## config.mk

```make
export PLATFORM = sky130hd
export DESIGN_NAME = wbRegDecode
export DESIGN_NICKNAME = d
export VERILOG_FILES = /design/src/logic/serpentPkg.sv /design/src/logic/wbRegDecode.sv
export SDC_FILE = /design/constraint.sdc
export NUM_CORES = 1
export LEC_CHECK = 0
export BUFFER_PORTS_ARGS = -buffer_cell sky130_fd_sc_hd__buf_2
export CORE_ASPECT_RATIO = 1.75
export CORE_MARGIN = 1
export CORE_UTILIZATION = 35
export CTS_BUF_LIST = sky130_fd_sc_hd__clkbuf_4
export DETAILED_ROUTE_END_ITERATION = 10
export PLACE_DENSITY = 0.66
export SLEW_MARGIN = 10
export SYNTH_ARGS = -nofsm -noshare
export SYNTH_HDL_FRONTEND = slang
export SYNTH_SLANG_ARGS = --single-unit
```

## constraint.sdc

```tcl
create_clock -name clk -period 2.8 [get_ports clk]
set_input_delay 0.28 -clock clk [delete_from_list [all_inputs] [get_ports clk]]
set_output_delay 0.28 -clock clk [all_outputs]
set_load 0.05 [all_outputs]
```

## src/logic/serpentPkg.sv

```systemverilog
package serpentPkg;

	localparam int ROUNDS = 32;
	localparam logic [31:0] PHI = 32'h9e3779b9;

	// Word addresses on the bus.
	localparam logic [4:0] ADR_KEY0 = 5'd0;
	localparam logic [4:0] ADR_PLAIN0 = 5'd8;
	localparam logic [4:0] ADR_CTRL = 5'd12;
	localparam logic [4:0] ADR_STATUS = 5'd13;
	localparam logic [4:0] ADR_CIPHER0 = 5'd16;

	// Bitslice block; the nibble of column j is {w3[j], w2[j], w1[j], w0[j]}.
	typedef struct packed
	{
		logic [31:0] w3;
		logic [31:0] w2;
		logic [31:0] w1;
		logic [31:0] w0;
	} blockT;

	typedef logic [7:0][31:0] keyT;

	typedef struct packed
	{
		logic [4:0] adr;
		logic we;
		logic [31:0] dat;
	} wbReqT;

	typedef struct packed
	{
		keyT key;
		blockT plain;
		logic start;
	} cipherReqT;

	typedef struct packed
	{
		blockT cipher;
		logic valid;
	} cipherRespT;

	function automatic logic [31:0] rotl(input logic [31:0] value, input int amount);
		return (value << amount) | (value >> (32 - amount));
	endfunction

endpackage

```

## src/logic/wbRegDecode.sv

```systemverilog
module wbRegDecode
(
	input logic clk,
	input logic rstN,
	input logic cyc,
	input logic stb,
	input logic we,
	input logic [4:0] adr,
	input logic [31:0] datI,
	output logic [31:0] datO,
	output logic ack,
	output serpentPkg::cipherReqT req,
	output logic [4:0] rdAdr,
	input logic [31:0] rdData
);

	serpentPkg::wbReqT access;
	serpentPkg::keyT keyReg;
	logic [3:0][31:0] plainReg;
	logic sample;
	logic writeKey;
	logic writePlain;

	assign sample = cyc && stb && !ack;

	always_ff @(posedge clk or negedge rstN)
	begin
		if (!rstN)
			ack <= 1'b0;
		else
			ack <= sample;
	end

	// The access is held through its ack cycle and acted on there.
	always_ff @(posedge clk)
	begin
		if (sample)
			access <= '{adr: adr, we: we, dat: datI};
	end

	assign writeKey = ack && access.we && access.adr[4:3] == serpentPkg::ADR_KEY0[4:3];
	assign writePlain = ack && access.we && access.adr[4:2] == serpentPkg::ADR_PLAIN0[4:2];

	always_ff @(posedge clk or negedge rstN)
	begin
		if (!rstN)
		begin
			keyReg <= '0;
			plainReg <= '0;
		end
		else if (writeKey)
			keyReg[access.adr[2:0]] <= access.dat;
		else if (writePlain)
			plainReg[access.adr[1:0]] <= access.dat;
	end

	assign req.key = keyReg;
	assign req.plain = plainReg;
	assign req.start = ack && access.we && access.adr == serpentPkg::ADR_CTRL && access.dat[0];

	assign rdAdr = access.adr;
	assign datO = (ack && !access.we) ? rdData : 32'd0;

	ackOneCycle: assert property (@(posedge clk) disable iff (!rstN)
		ack |=> !ack)
		else $error("ack held for two cycles");

endmodule

```

# After elaboration in Yosys (flattened, before gate mapping)
# Index checks and enable logic that the tools add are counted.
[word_totals]
register_bits = 423
input_bits = 74
output_inout_bits = 423
elab_cells = 44
[op_classes]
n_lt_le_gt_ge = 4
n_eq_ne = 2
muxes = 7
n_bitwise = 1
reduce_logical = 14
[op_table]
columns = ["operator", "count"]
rows = [
  ["256-bit bitwise mux", 1],
  ["128-bit bitwise mux", 1],
  ["32-bit demux with 3-bit select", 1],
  ["32-bit 2-to-1 mux", 3],
  ["32-bit demux with 2-bit select", 1],
  ["1-bit logical AND", 10],
  ["5-bit by 4-bit equality test with 1-bit output (second input constant)", 1],
  ["3-bit by 4-bit < comparator with 1-bit output (second input constant)", 1],
  ["3-bit by 2-bit equality test with 1-bit output (second input constant)", 1],
  ["3-bit by 1-bit greater-or-equal comparator with 1-bit output (second input constant)", 1],
  ["2-bit by 3-bit < comparator with 1-bit output (second input constant)", 1],
  ["2-bit by 1-bit greater-or-equal comparator with 1-bit output (second input constant)", 1],
  ["1-bit logical NOT", 2],
  ["2-bit logical NOT", 1],
  ["2-bit AND reduction", 1],
  ["1-bit inverter", 1],
]

# Logic depth before layout (Yosys ltp)
[logic_depth]
ltp_word = 5
mapped_depth = 5
ltp_nobuf = 3

# Least setup slack after synthesis
# OpenSTA, ideal clock, no wires.
[synth_path]
path_kind = "register -> register"
start = "register ack"
end = "register access[0] (netlist bit), enable pin"
setup_time_ns = 0.435
arrival_time_ns = 2.312
slack_ns = 0.052
stages_incl_launch_ff = 2
period_less_slack_ns = 2.748
cell_sequence = "dfrtp_1 -> nor2_1"
[synth_between]
elab_chain_len = 2
[synth_rtl]
columns = ["item", "line_no", "text"]
rows = [
  ["from (decl)", "wbRegDecode.sv:11", "output logic ack,"],
  ["from (signal assigned)", "wbRegDecode.sv:31", "ack <= sample;"],
  ["1-bit logical NOT", "wbRegDecode.sv:24", "assign sample = cyc && stb && !ack;"],
  ["1-bit logical AND", "wbRegDecode.sv:24", ""],
  ["via sample", "wbRegDecode.sv:20", "logic sample;"],
  ["to (signal assigned)", "wbRegDecode.sv:38", "access <= '{adr: adr, we: we, dat: datI};"],
  ["to (decl)", "wbRegDecode.sv:17", "serpentPkg::wbReqT access;"],
]
# The timed path passes the listed nets, and every way through them passes these cells.
# A chain may end at the register's enable or synchronous reset.

# Worst setup path in the final report
[layout_path]
start = "register ack"
end = "output port datO[22]"
[layout_between]
elab_chain_len = 2
[layout_rtl]
columns = ["item", "line_no", "text"]
rows = [
  ["1-bit logical AND", "wbRegDecode.sv:62", "assign datO = (ack && !access.we) ? rdData : 32'd0;"],
  ["32-bit 2-to-1 mux", "wbRegDecode.sv:62", ""],
  ["to (decl)", "wbRegDecode.sv:10", "output logic [31:0] datO,"],
]
# Every way passes these cells.

==> flow_summary.ini <==
[run_status]
status = finished clean

[power]
leakagePower_nw = 11.7
power_mw = 14.0
ir_worst_vdd_mv = 0.474
p_per_area_mw_per_mm2 = 670

[timing]
fin_skew_ps = 66.3
max_slew_margin_pct = 54.7
period_share_pct = 87.8
rsz0062_at_grt = no
tightest_slew_ps = 680
finalSetupTns_ps = 0
hold_viol = 0
report.final.setup_viol = 0
worst_hold_slack_ps = 180
fmax_ghz = 0.407
min_period_ps = 2460
finalMaxSlewViolations = 0

[final_layout]
syn2layout_area_growth_pct = 31.1
design_area_mm2 = 0.0209
nNetsFinal = 1615
nFillCells = 4068
drive_gt1_share_pct = 67.0

[worst_setup_path]
crit_slowest_cell = dfrtp_1
reg2reg_from = rdAdr[4]
r2r_end = req[264]
critPathBufInv = 2
crit_cells = 4
worstPathMaxFanout = 32
reg2reg_depth = 5
path_cells = nor2b_1 > buf_4 > and2_1 > buf_2
critical-path-top-delay-family = buffers and inverters
setup.worst_path.start = ack
cp.required_ps = 2520
cp-start-kind = flop
rrSetupSlack_ps = 530
path_class = reg2out
critical-path-max-stage-delay_ps = 480
cp-endpoint = datO[22]
worstSetupEndpointType = primary output
crit_arrival_ps = 2180

[routing]
wl_mm = 48.4
vias = 10500
drc_errors = 0
final_antenna_net_count = 0
avgViaCountPerCell = 4.78
wl_per_cell_um = 22.0
drt-pass1-iter-count = 4
drt-initial-drc-count = 339

[clock_tree]
htree_num_levels = 3
worstSkewPairLatency_ps = 810
cts_buffers = 99
clock_sinks = 423
cts-resized-gates = 0
root_buffer = clkbuf_4
cts_tree = built
path_clk_slew_ps = 80
cts_max_path_buffers = 3

[grt]
antenna_found_initial = 1
grt.total_usage_pct = 20.9
grt_pass1_wl_mm = 72.1
grt_pass1_vias = 11500
overflow = 0
grt_max_degree = 62

[synthesis]
ys_warn_count = 0
synth_fa_ha_area_share_pct = 0
yosys-top-cells-area = dfrtp_1 (60%), mux2_2 (25%), edfxtp_1 (7.1%)
yosys.area.top_type = dfrtp_1
syn_area_per_cell_um2 = 16.9
synthMuxAreaShare_pct = 27.8
synthSimpleGateAreaFrac_pct = 2.33
netlist_instances = 946
synth_compound_area_share_pct = 0
synth.distinct_cells = 23
syn_area_mm2 = 0.0160
synth_top_area_share_pct = 60.3
async_flop_share_pct = 91.0
synth_seq_cells = 423
synth_top_family_by_area = multiplexers
synth_edf_count = 38
synth.yosys.seq_area_share_pct = 67.5
synth_most_common_cell = dfrtp_1
synth_fp_nets = 1020
yosys_most_used_dff = dfrtp_1
synth_common_cells = dfrtp_1 (385), mux2_2 (350), clkbuf_1 (39)
synth-xor-area-share_pct = 0

[worst_hold_path]
hold_path.class = in2reg

[die]
die_w_um = 163
coreArea_mm2 = 0.0451
fp-row-count = 103
die_y_um = 285
pin_count = 497
initial_utilization_pct = 35.4
die_area_mm2 = 0.0465

[place]
portBuffers = 496
gp_congestion = 0.816
post_dp_cell_area_mm2 = 0.0192
dp_hpwl_mm = 34.7

[run]
cap_viol_max_count = 0
## layer usage
layer	global-route usage, %	wire, um	vias up
met4	10.9	2070	0
met1	23.8	18500	5377
li1	-	-	4571
met2	35.2	24300	454
met5	0	0	-
met3	5.98	3460	118
## registers in the layout, summed over array words and instances, names as in the netlist
register	count
req	384
access	33
rdAdr	5
ack	1
## final cells by class
type,instances,area (um2),share of cell area [%]
sequential,423,10800,51.5
multi-input combinational,442,4870,23.3
timing repair buffer,575,3270,15.6
clock buffer,152,1140,5.45
tap,577,722,3.45
clock inverter,31,160,0.765
antenna,1,2.50,0.0120
## cells in the final DEF, fill, tap and decap left out
master           n
buf_2          495
dfrtp_1        385
mux2_2         350
clkbuf_4       152
dlygate4sd3_1   43
edfxtp_1        38
and2_1          32
mux2_4          30
buf_4           30
clkinv_1        21
buf_12           6
nor2_4           4
mux2_1           4
inv_8            3
clkinv_2         3
nand2_1          2
nand4bb_1        2
nor2_1           2
nand2_2          2
nand3_2          2
nand3b_1         2
clkinvlp_4       2
inv_6            2
diode_2          1
nor2b_1          1
nand4b_1         1
nor4_4           1
and4bb_2         1
nor3b_1          1
or4b_2           1
nor3_2           1
and4b_2          1
nand3_1          1
and4b_1          1
buf_8            1
## where the power goes
| group | internal (mW) | switching (mW) | total (mW) |
|---|---|---|---|
| registers | 6.54 | 0.252 | 6.79 |
| clock network | 2.51 | 2.50 | 5.01 |
| logic | 0.579 | 1.66 | 2.24 |
## what timing repair did
item / CTS / global route
setup buffers: 0 / 0
hold buffers: 43 / 0
hold endpoints to repair: 372 / 0
## worst min-delay path by stage
stage              from    endpoint  slack [ps]  cells after the start
2_1_floorplan      rstN         ack         -20                      0
3_3_place_gp       rstN     req[18]         300                      1
3_5_place_dp       rstN     req[15]         310                      1
4_1_cts        datI[22]  access[22]          70                      2
5_1_grt        datI[23]  access[23]         100                      2
6_report       datI[22]  access[22]         180                      2
## through the flow
step	util (%)	setup slack [ps]	instances
2_1_floorplan	-	52.2	946
3_3_place_gp	42.6	565	1974
3_5_place_dp	42.6	536	1974
4_1_cts	46.4	238	2200
5_1_grt	46.4	199	2201
6_report	46.4	341	2201
## kinds of logic (layout without fill, tap and decap cells)
kind of cell	Yosys count	count (layout)
mux	384	384
flops	423	423
other cells	0	1
simple gates	58	58
buf+inv	81	758
(Power assumes the default switching activity.)
