[config.mk]
export PLATFORM = sky130hd
export DESIGN_NAME = resultRegs
export DESIGN_NICKNAME = d
export VERILOG_FILES = /design/src/logic/serpentPkg.sv /design/src/logic/resultRegs.sv
export SDC_FILE = /design/constraint.sdc
export NUM_CORES = 1
export LEC_CHECK = 0
export BUFFER_PORTS_ARGS = -buffer_cell sky130_fd_sc_hd__buf_2
export CORE_MARGIN = 2
export CORE_UTILIZATION = 25
export CTS_BUF_LIST = sky130_fd_sc_hd__clkbuf_4 sky130_fd_sc_hd__clkbuf_8 sky130_fd_sc_hd__clkbuf_16
export CTS_CLUSTER_SIZE = 12
export DETAILED_ROUTE_END_ITERATION = 16
export GPL_TIMING_DRIVEN = 0
export PLACE_DENSITY = 0.46
export SYNTH_ARGS = -nofsm -noshare
export SYNTH_HDL_FRONTEND = slang
export SYNTH_SLANG_ARGS = --single-unit
[constraint.sdc]
create_clock -name clk -period 3.4 [get_ports clk]
set_clock_uncertainty 0.1 [all_clocks]
set_input_delay 0.34 -clock clk [delete_from_list [all_inputs] [get_ports clk]]
set_output_delay 0.34 -clock clk [all_outputs]
set_load 0.01 [all_outputs]
[src/logic/serpentPkg.sv]
package serpentPkg;

	localparam int ROUNDS = 32;
	localparam logic [31:0] PHI = 32'h9e3779b9;

	// Word addresses on the bus.
	localparam logic [4:0] ADR_KEY0 = 5'd0;
	localparam logic [4:0] ADR_PLAIN0 = 5'd8;
	localparam logic [4:0] ADR_CTRL = 5'd12;
	localparam logic [4:0] ADR_STATUS = 5'd13;
	localparam logic [4:0] ADR_CIPHER0 = 5'd16;

	// Bitslice block; the nibble of column j is {w3[j], w2[j], w1[j], w0[j]}.
	typedef struct packed
	{
		logic [31:0] w3;
		logic [31:0] w2;
		logic [31:0] w1;
		logic [31:0] w0;
	} blockT;

	typedef logic [7:0][31:0] keyT;

	typedef struct packed
	{
		logic [4:0] adr;
		logic we;
		logic [31:0] dat;
	} wbReqT;

	typedef struct packed
	{
		keyT key;
		blockT plain;
		logic start;
	} cipherReqT;

	typedef struct packed
	{
		blockT cipher;
		logic valid;
	} cipherRespT;

	function automatic logic [31:0] rotl(input logic [31:0] value, input int amount);
		return (value << amount) | (value >> (32 - amount));
	endfunction

endpackage

[src/logic/resultRegs.sv]
module resultRegs
(
	input logic clk,
	input logic rstN,
	input serpentPkg::cipherRespT resp,
	input logic startSeen,
	input logic busy,
	input logic [4:0] rdAdr,
	output logic [31:0] rdData
);

	logic [3:0][31:0] cipherReg;
	logic done;

	// Done only drops on a start the engine will actually take.
	always_ff @(posedge clk or negedge rstN)
	begin
		if (!rstN)
		begin
			cipherReg <= '0;
			done <= 1'b0;
		end
		else if (resp.valid)
		begin
			cipherReg <= resp.cipher;
			done <= 1'b1;
		end
		else if (startSeen && !busy)
			done <= 1'b0;
	end

	always_comb
	begin
		rdData = 32'd0;
		if (rdAdr == serpentPkg::ADR_STATUS)
			rdData = {30'd0, done, busy};
		else if (rdAdr[4:2] == serpentPkg::ADR_CIPHER0[4:2])
			rdData = cipherReg[rdAdr[1:0]];
	end

endmodule

# Word-level counts from Yosys, hierarchy flattened
# Index checks and enable logic that the tools add are counted.
# totals
out_inout_bits	32
regBits	129
word_cells	17
# op_classes
n_reduce_logical	3
n_mux	6
order_cmp	1
eq_ne	2
# op_table
cell	count
$mux W32	3
$bmux W32 S2	1
$eq A5 B4 Y1 const B	1
$eq A3 B3 Y1 const B	1
$lt A2 B3 Y1 const B	1
$mux W1	2
$reduce_bool A2 Y1	1
$logic_and A1 B1 Y1	1
$logic_not A1 Y1	1

# Depth between registers and ports, before layout
# Gate-level depths: netlist of run 1.
# logic_depth
depth_word	4
ltp_mapped	5
mapped_depth_nobuf	3

# Worst setup path after synthesis of run 1
# OpenSTA, ideal clock, no wires.
# synth_timing
path_type	input-to-output
start	input port rdAdr[0]
end	output port rdData[10]
path_slack_ns	1.681
cell_stages	4
path_buffers	2
arrival_ns	1.279
required_time_ns	2.960
path_cell_list	buf_6 -> buf_12 -> mux4_2 -> and2_1
# synth_via
elab_chain_cells	4
# synth_rtl
item	line	source
from (decl)	resultRegs.sv:8	input logic [4:0] rdAdr,
$bmux W32 S2	resultRegs.sv:38	rdData = cipherReg[rdAdr[1:0]];
$mux W32 (not written as such)	resultRegs.sv:38	
$mux W32	resultRegs.sv:37	else if (rdAdr[4:2] == serpentPkg::ADR_CIPHER0[4:2])
$mux W32 *	resultRegs.sv:35	if (rdAdr == serpentPkg::ADR_STATUS)
to (decl)	resultRegs.sv:9	output logic [31:0] rdData
# Every way passes the cells marked *; elsewhere a longest branch is shown, timed or not. The select of a mux whose other input is x is not followed.

# Worst setup path in the final report of run 1
# layout_timing
start	input port rdAdr[3]
end	output port rdData[26]
# layout_via
elab_chain_cells	3
# layout_rtl
item	line
$eq A3 B3 Y1	resultRegs.sv:37
$mux W32	resultRegs.sv:37
$mux W32 *	resultRegs.sv:35
# Every way passes the cells marked *; elsewhere a longest branch is shown, timed or not.

==> impl_metrics.yaml, run 1 <==
placed_design:
  gp_congestion: 0.749
  hpwl_um: 11300
  portBuffers: 166
die:
  design.core.area_mm2: 0.0227
  core.rowCount: 55
  start_util_pct: 25.6
  die_w_um: 156
  dieArea_mm2: 0.0245
  die_y_um: 156
  top_level_ports: 170
critical_path:
  slowest_stage: "nor3b_1"
  path_cells: "buf_2, nor3b_1, clkbuf_1, and2_1, buf_2"
  crit_start: "rdAdr[3]"
  path_delay_family: "simple AND/OR/NAND/NOR gates"
  ff2ff_path_depth: 1
  required_ns: 2.96
  crit_cells: 5
  worst-path-max-fanout: 10
  crit_type: "in -> out"
  r2r_end: "cipherReg[69]"
  reg2reg_slack_ns: 2.53
  cp-end-kind: "output port"
  slowest_delay_ns: 0.56
  cp_common_cell: "buf_2"
  worstReg2RegStart: "cipherReg[69]"
  critPathLaunchType: "input port"
  cp_data_arrival_time_ns: 1.88
  crit_path_end: "rdData[26]"
  critPathBufInv: 3
clock_network:
  cts_sinks: 129
  numCtsBuffers: 17
  hold_buffers: 1
  clockBufferDepth: 2
  worstSkewPairLatency_ns: 0.41
  root_buffer: "clkbuf_16"
  ctsResizeCount: 0
  clk_pin_slew_ns: 0.06
  post_cts_buffers: 0
  tritoncts: "built"
  cts-htree-levels: 4
flow_run:
  maxCapViolations: 0
sta:
  hold_viol: 0
  tightest_slew_ns: 0.656
  post-route-min-period_ns: 2.32
  fmax_mhz: 431
  finalMaxSlewViolations: 0
  grt_setup_unrepaired: "false"
  slew_headroom_pct: 56.2
  tns_ns: 0
  final.period_utilization_pct: 68.2
  setup_viol: 0
logic_synthesis:
  avgSynthCellArea_um2: 16.5
  syn_area_mm2: 0.00581
  synth-seq-cells: 129
  synth_cells: 351
  yosysSeqAreaShare_pct: 55.6
  ys_warn_count: 0
  syn_nets: 489
  ys_types: 15
route:
  final_antenna_net_count: 0
  drt_wl_total_um: 16000
  drt_iter0_drc: 74
  via_count: 3715
  dr.pass1.iters: 4
  drc: 0
  viasPerCell: 4.45
  wire_per_inst_um: 19.2
finish:
  fillerInstances: 2304
  final_util_pct: 33.5
  layout-drive-gt1-share_pct: 68.2
  syn_to_final_growth_pct: 31.0
  nNetsFinal: 676
hold_path:
  hold_class: "in -> reg"
global_route:
  antenna_found_initial: 2
  grt_pass1_wl_um: 25200
  grt_pass1_vias: 4323
  grt_max_degree: 74
  grt_usage_pct: 13.9
  grt-ovfl-total: 0
status:
  outcome: "completed"
pwr:
  ir_drop_uv: 209
  powerDensity_mw_per_mm2: 533
  leakage_nw: 3.44
## layout by cell type, fill, tap and decap left out, types with 2 or more instances in the layout
cell type / netlist / layout
a22o_1: 2 / 2
and2_1: 30 / 30
buf_12: 3 / 3
buf_2: 16 / 181
buf_6: 1 / 2
bufinv_16: 0 / 2
clkbuf_1: 5 / 5
clkbuf_16: 0 / 17
clkbuf_4: 0 / 2
clkbuf_8: 0 / 3
clkinv_2: 0 / 5
dfrtp_1: 129 / 129
diode_2: 0 / 2
mux2_2: 128 / 128
mux4_1: 2 / 2
mux4_2: 30 / 30
## power breakdown
| group | switching [W] | leakage, nW | total (W) | internal, W |
|---|---|---|---|---|
| clock network | 0.000653 | 0.288 | 0.00179 | 0.00113 |
| registers | 0.0000735 | 1.51 | 0.00176 | 0.00169 |
| logic | 0.000193 | 1.64 | 0.000503 | 0.000310 |
## routing by layer
layer / vias to the layer above / GRT usage, % / share of wire (%)
li1: 1668 / - / -
met1: 1923 / 16.6 / 41
met2: 110 / 23.6 / 50
met3: 14 / 4.51 / 6.6
met4: 0 / 5.11 / 1.8
met5: - / 0 / 0
## worst min path at each step
stage,start,endpoint,slack [ns],cells after the start
4_1_cts,resp[111],cipherReg[110],0.04,2
6_report,resp[92],cipherReg[91],0.06,2
5_1_grt,resp[115],cipherReg[114],0.03,2
2_1_floorplan,rstN,cipherReg[0],-0.06,0
3_3_place_gp,done,done,0.36,1
3_5_place_dp,rstN,cipherReg[22],0.25,1
## registers in the layout, summed over array words and instances, names as in the netlist
register,count
cipherReg,128
done,1
## logic make-up (layout without fill, tap and decap cells)
| logic type | after synthesis | in the layout | synth area share [%] |
|---|---|---|---|
| AND/OR/NAND/NOR | 34 | 34 | 3.68 |
| multiplexers | 160 | 160 | 37.4 |
| other | 0 | 2 | 0 |
| buffers and inverters | 25 | 222 | 2.93 |
| flip-flops | 129 | 129 | 55.6 |
| AO/OA/AOI/OAI | 3 | 3 | 0.431 |
## Yosys cell counts
library cell / instances / area share [%]
nor3b_1: 1 / 0.13
buf_12: 3 / 1.0
a21o_1: 1 / 0.13
buf_2: 16 / 1.4
and2_1: 30 / 3.2
mux2_2: 128 / 25
clkbuf_1: 5 / 0.32
mux4_2: 30 / 12
buf_6: 1 / 0.19
nor2_1: 1 / 0.065
nand2b_1: 1 / 0.11
a22o_1: 2 / 0.30
nand4b_1: 1 / 0.15
dfrtp_1: 129 / 56
mux4_1: 2 / 0.90
## through the flow
step | hold slack, ns | instance area [um^2] | worst slack [ns] | total power, W | cells
after floorplan | -0.0556 | 5810 | 1.68 | 0.00209 | 351
after global placement | 0.363 | 6990 | 0.109 | 0.00228 | 802
after detailed placement | 0.247 | 7030 | 0.948 | 0.00231 | 803
after CTS | 0.0382 | 7600 | 0.944 | 0.00413 | 833
after global routing | 0.0345 | 7610 | 0.916 | 0.00428 | 834
final | 0.0588 | 7610 | 1.08 | 0.00405 | 835
## layout make-up
cell class	count	area (um^2)	share of cell area (%)
repair buffers	168	875	11.5
clock buffers	22	482	6.33
flip-flops and latches	129	3230	42.4
multi-input cells	197	2410	31.7
clock inverters	7	85.1	1.12
well taps	285	357	4.69
diodes	2	5.00	0.0658
plain buffers	25	170	2.24
No activity file was read; power rests on OpenSTA's default activity.
==> run 2, diff against run 1 <==
--- a/config.mk
+++ b/config.mk
@@ -12,7 +12,7 @@
 export CTS_CLUSTER_SIZE = 12
 export DETAILED_ROUTE_END_ITERATION = 16
 export GPL_TIMING_DRIVEN = 0
-export PLACE_DENSITY = 0.46
+export PLACE_DENSITY = 0.47
 export SYNTH_ARGS = -nofsm -noshare
 export SYNTH_HDL_FRONTEND = slang
 export SYNTH_SLANG_ARGS = --single-unit
==> constraint.sdc (replaced) <==
create_clock -name clk -period 1.9 [get_ports clk]
set_clock_uncertainty 0.1 [all_clocks]
set_input_delay 0.19 -clock clk [delete_from_list [all_inputs] [get_ports clk]]
set_output_delay 0.19 -clock clk [all_outputs]
set_load 0.01 [all_outputs]
==> impl_metrics.yaml, run 2 (synthesis gave the netlist of run 1 again) <==
sta:
  final.period_utilization_pct: 104
  setup_viol: 2
  slew_headroom_pct: 49.7
  tightest_slew_ns: 0.755
  worst_slack_ns: -0.0712
  post-route-min-period_ns: 1.97
  grt_setup_unrepaired: "true"
  hold_viol: 0
  fmax_mhz: 507
  finalMaxSlewViolations: 0
placed_design:
  placed_cell_area_mm2: 0.00703
  hpwl_um: 11500
  gp_congestion: 0.725
  place_ws_ns: -0.342
  portBuffers: 166
clock_network:
  cts_sinks: 129
  numCtsBuffers: 17
  root_buffer: "clkbuf_16"
  clockBufferDepth: 2
  tritoncts: "built"
  clk_pin_slew_ns: 0.06
  worstSkewPairLatency_ns: 0.41
  cts-htree-levels: 4
hold_path:
  holdPathStages: 2
  hold_class: "in -> reg"
pwr:
  powerDensity_mw_per_mm2: 844
  intPower_w: 0.00584
  switching_share_pct: 24.1
  p_comb_share_pct: 15.4
  power_switching_w: 0.00186
  leakage_nw: 4.07
  power_frac_clock_pct: 43.6
  power_frac_seq_pct: 41.0
  ir_drop_uv: 437
finish:
  nNetsFinal: 816
  syn_to_final_growth_pct: 57.1
  diodes: 0
  mostFrequentLayoutCell: "buf_2"
  layout-drive-gt1-share_pct: 58.8
  top_register: "cipherReg"
  largest_reg_flops: 128
  fillerInstances: 2170
  fin_area_mm2: 0.00912
  largestRegisters: "cipherReg x128, done x1"
  most-common-layout-cells: "buf_2 (169), dlygate4sd3_1 (131), dfrtp_1 (129)"
global_route:
  grt_pass1_vias: 4949
  grt_max_degree: 77
  met3_usage_pct: 3.16
  use_met1_pct: 17.2
  grt_busiest_layer: "met2"
  grt_pass1_wl_um: 27000
  antenna_found_initial: 1
  grt-ovfl-total: 0
  grt_usage_pct: 14.8
  grt_util_met2_pct: 26.6
route:
  drc: 0
  final_antenna_net_count: 0
  wire_per_inst_um: 18.0
  viasPerCell: 4.42
  via_count: 4310
  drt_wl_total_um: 17500
  dr.pass1.iters: 4
  drt_iter0_drc: 97
status:
  outcome: "finished, violations left"
  violations: "setup timing"
die:
  design.core.area_mm2: 0.0227
  die_y_um: 156
  top_level_ports: 170
  die_w_um: 156
  dieArea_mm2: 0.0245
  core.rowCount: 55
  start_util_pct: 25.6
critical_path:
  ff2ff_path_depth: 2
  crit_type: "reg -> out"
  cp_data_arrival_time_ns: 1.68
  worst-path-max-fanout: 2
  critPathLaunchType: "flip-flop"
  required_ns: 1.61
  cp-end-kind: "output port"
flow_run:
  maxCapViolations: 0
[run 2: changes by cell type in the layout (fill, tap and decap cells not counted), moves of 3 or more]
cell / before / now
clkinv_4: 0 / 4
buf_4: 0 / 10
buf_2: 181 / 169
and2_1: 30 / 17
clkbuf_2: 0 / 3
clkbuf_1: 5 / 2
clkinv_2: 5 / 2
and2_4: 0 / 13
dlygate4sd3_1: 1 / 131
buf_6: 2 / 14
[run 2: path summary, 6_finish.rpt]
kind / startpoint / end / slack, ns
max reg2reg: cipherReg[115] / cipherReg[115] / 0.91
min in group asynchronous: rstN / cipherReg[49] / 0.27
min: resp[0] / cipherReg[27] / 0.14
max in group asynchronous: rstN / cipherReg[60] / 0.68
min reg2reg: done / done / 0.38
max: cipherReg[97] / rdData[1] / -0.07
[run 2: power by group through the flow]
| stage | logic (W) | clock network, W | registers, W |
|---|---|---|---|
| floorplan | 0.000580 | 0 | 0.00315 |
| CTS | 0.00116 | 0.00347 | 0.00316 |
| global route | 0.00129 | 0.00359 | 0.00319 |
| finish | 0.00118 | 0.00335 | 0.00316 |
| detailed placement | 0.000933 | 0 | 0.00321 |
| global placement | 0.000902 | 0 | 0.00319 |
[run 2: area by class of cell]
type	instances	area (um^2)	area share, %
buffer	25	174	1.91
clock buffer	21	468	5.13
clock inverter	11	130	1.43
multi-input combinational	197	2440	26.7
sequential	129	3230	35.4
tap	285	357	3.91
timing repair buffer	308	2330	25.5
[run 2: repair_timing]
action                     in CTS  in global routing
hold buffers                  131                  0
setup endpoints to repair      32                 20
resized for setup               8                 25
setup buffers                   1                  9
hold endpoints to repair      204                  0
pin swaps                       1                  0
[run 2: per-stage QoR]
| step | TNS (ns) | power, W | utilization (%) | hold WS (ns) | instances |
|---|---|---|---|---|---|
| CTS | -0.170 | 0.00778 | 39.4 | 0.121 | 967 |
| global route | -0.251 | 0.00806 | 40.2 | 0.118 | 976 |
| detailed placement | -7.35 | 0.00414 | 30.9 | 0.176 | 803 |
| global placement | -164.48 | 0.00409 | 30.8 | 0.324 | 802 |
| floorplan | 0 | 0.00373 | - | -0.206 | 351 |
| finish | -0.105 | 0.00770 | 40.2 | 0.138 | 976 |
[run 2: worst max-delay path, cell delays in order (launching register included)]
cell and delay, ns:
dfrtp_1 0.38, mux4_2 0.51, a22o_1 0.24, buf_2 0.14
[run 2: layer usage]
metal | routed length (um) | part of all wire [%]
met3 | 570 | 3.3
met2 | 9240 | 53
met5 | 0 | 0
met4 | 365 | 2.1
met1 | 7350 | 42
==> run 3, diff against run 2 <==
--- a/config.mk
+++ b/config.mk
@@ -12,6 +12,7 @@
 export CTS_CLUSTER_SIZE = 12
 export DETAILED_ROUTE_END_ITERATION = 16
 export GPL_TIMING_DRIVEN = 0
+export MAX_ROUTING_LAYER = met4
 export PLACE_DENSITY = 0.47
 export SYNTH_ARGS = -nofsm -noshare
 export SYNTH_HDL_FRONTEND = slang
==> impl_metrics.yaml, run 3 (synthesis gave the netlist of run 1 again) <==
finish:
  layout-drive-gt1-share_pct: 58.9
  diodes: 0
  fin_area_mm2: 0.00913
  nNetsFinal: 816
  final_cells: 976
  most-common-layout-cells: "buf_2 (168), dlygate4sd3_1 (131), dfrtp_1 (129)"
  syn_to_final_growth_pct: 57.2
  largestRegisters: "cipherReg x128, done x1"
  top_register: "cipherReg"
  largest_reg_flops: 128
  mostFrequentLayoutCell: "buf_2"
die:
  design.core.area_mm2: 0.0227
  die_y_um: 156
  die_w_um: 156
  core.rowCount: 55
  top_level_ports: 170
  start_util_pct: 25.6
  dieArea_mm2: 0.0245
route:
  via_count: 4325
  dr.pass1.iters: 5
  drt_iter0_drc: 107
  drt_wl_total_um: 17600
  final_antenna_net_count: 0
  wire_per_inst_um: 18.0
  viasPerCell: 4.43
  drc: 0
critical_path:
  critPathLaunchType: "flip-flop"
  slowest_delay_ns: 0.51
  critPathBufInv: 1
  required_ns: 1.61
  cp_data_arrival_time_ns: 1.69
  crit_type: "reg -> out"
  cp-end-kind: "output port"
  slowest_stage: "mux4_2"
  path_delay_family: "multiplexers"
  worst-path-max-fanout: 2
  path_cells: "mux4_2, a22o_1, buf_2"
clock_network:
  root_buffer: "clkbuf_16"
  cts-htree-levels: 4
  cts_sinks: 129
  clockBufferDepth: 2
  tritoncts: "built"
  worstSkewPairLatency_ns: 0.41
  clk_pin_slew_ns: 0.06
  numCtsBuffers: 17
pwr:
  ir_drop_uv: 435
  power_switching_w: 0.00185
  powerDensity_mw_per_mm2: 843
  switching_share_pct: 24.1
  leakage_nw: 4.07
  power_frac_clock_pct: 43.5
  intPower_w: 0.00584
  p_comb_share_pct: 15.4
  power_frac_seq_pct: 41.1
global_route:
  grt_usage_pct: 15.3
  grt_pass1_vias: 4951
  grt-ovfl-total: 0
  grt_pass1_wl_um: 26900
  grt_max_degree: 77
  antenna_found_initial: 1
status:
  violations: "setup timing"
  outcome: "finished, violations left"
sta:
  slew_headroom_pct: 49.4
  fmax_mhz: 506
  hold_viol: 0
  tightest_slew_ns: 0.759
  post-route-min-period_ns: 1.98
  finalMaxSlewViolations: 0
  grt_setup_unrepaired: "true"
  final.period_utilization_pct: 104
  tns_ns: -0.115
  setup_viol: 2
  worst_slack_ns: -0.0765
placed_design:
  portBuffers: 166
  placed_cell_area_mm2: 0.00703
  placed_cells: 803
  gp_congestion: 0.734
  hpwl_um: 11500
hold_path:
  hold_class: "in -> reg"
flow_run:
  maxCapViolations: 0
## run 3: changes by cell type in the layout (fill, tap and decap cells not counted)
cell    change
and2_1      -1
and2_4      +1
buf_2       -1
buf_6       +1
## run 3: layout make-up
| cell class | instances | area (um^2) |
|---|---|---|
| Buffer | 25 | 174 |
| Sequential cell | 129 | 3230 |
| Multi-Input combinational cell | 197 | 2440 |
| Tap cell | 285 | 357 |
| Timing Repair Buffer | 308 | 2330 |
| Clock inverter | 11 | 130 |
| Clock buffer | 21 | 468 |
| Fill cell | 2168 | 13600 |
## run 3: timing repair
item,in CTS,in global routing
pin swaps,1,0
hold buffers,131,0
buffers inserted,1,9
hold endpoints to repair,204,0
endpoints found under the setup margin,32,21
resized for setup,8,27
## run 3: metal layers
metal | up-vias | wire [um] | share of wire, % | track usage [%]
li1 | 1946 | - | - | -
met4 | 0 | 359 | 2.0 | 5.81
met2 | 114 | 9270 | 53 | 26.6
met1 | 2235 | 7400 | 42 | 17.2
met5 | - | 0 | 0 | -
met3 | 30 | 530 | 3.0 | 3.13
## run 3: worst reg2reg max path, cell delays in order (launching register included)
cell and delay (ns):
dfrtp_1 0.38, buf_4 0.14, mux2_2 0.26
## run 3: path summary, 6_finish.rpt
check / from / endpoint / slack (ns) / cells past startpoint
setup / recovery: cipherReg[97] / rdData[1] / -0.08 / 3
setup reg to reg: cipherReg[115] / cipherReg[115] / 0.92 / 2
min in group asynchronous: rstN / cipherReg[49] / 0.27 / 2
hold / removal: resp[0] / cipherReg[31] / 0.13 / 2
max in group asynchronous: rstN / cipherReg[60] / 0.67 / 3
hold reg to reg: done / done / 0.38 / 1
## run 3: through the flow
| stage | setup slack (ns) | util, % | total power (W) | hold WS (ns) |
|---|---|---|---|---|
| after CTS | -0.101 | 39.4 | 0.00778 | 0.121 |
| after detailed placement | -0.342 | 30.9 | 0.00414 | 0.176 |
| after global routing | -0.110 | 40.2 | 0.00806 | 0.117 |
| after floorplan | 0.481 | - | 0.00373 | -0.206 |
| after global placement | -1.23 | 30.8 | 0.00409 | 0.324 |
| final | -0.0765 | 40.2 | 0.00769 | 0.132 |
## run 3: power groups by stage
stage          combinational [W]  clock (W)  sequential, W
2_1_floorplan           0.000580          0        0.00315
3_3_place_gp            0.000902          0        0.00319
3_5_place_dp            0.000933          0        0.00321
4_1_cts                  0.00116    0.00347        0.00316
5_1_grt                  0.00129    0.00358        0.00319
6_report                 0.00119    0.00335        0.00316
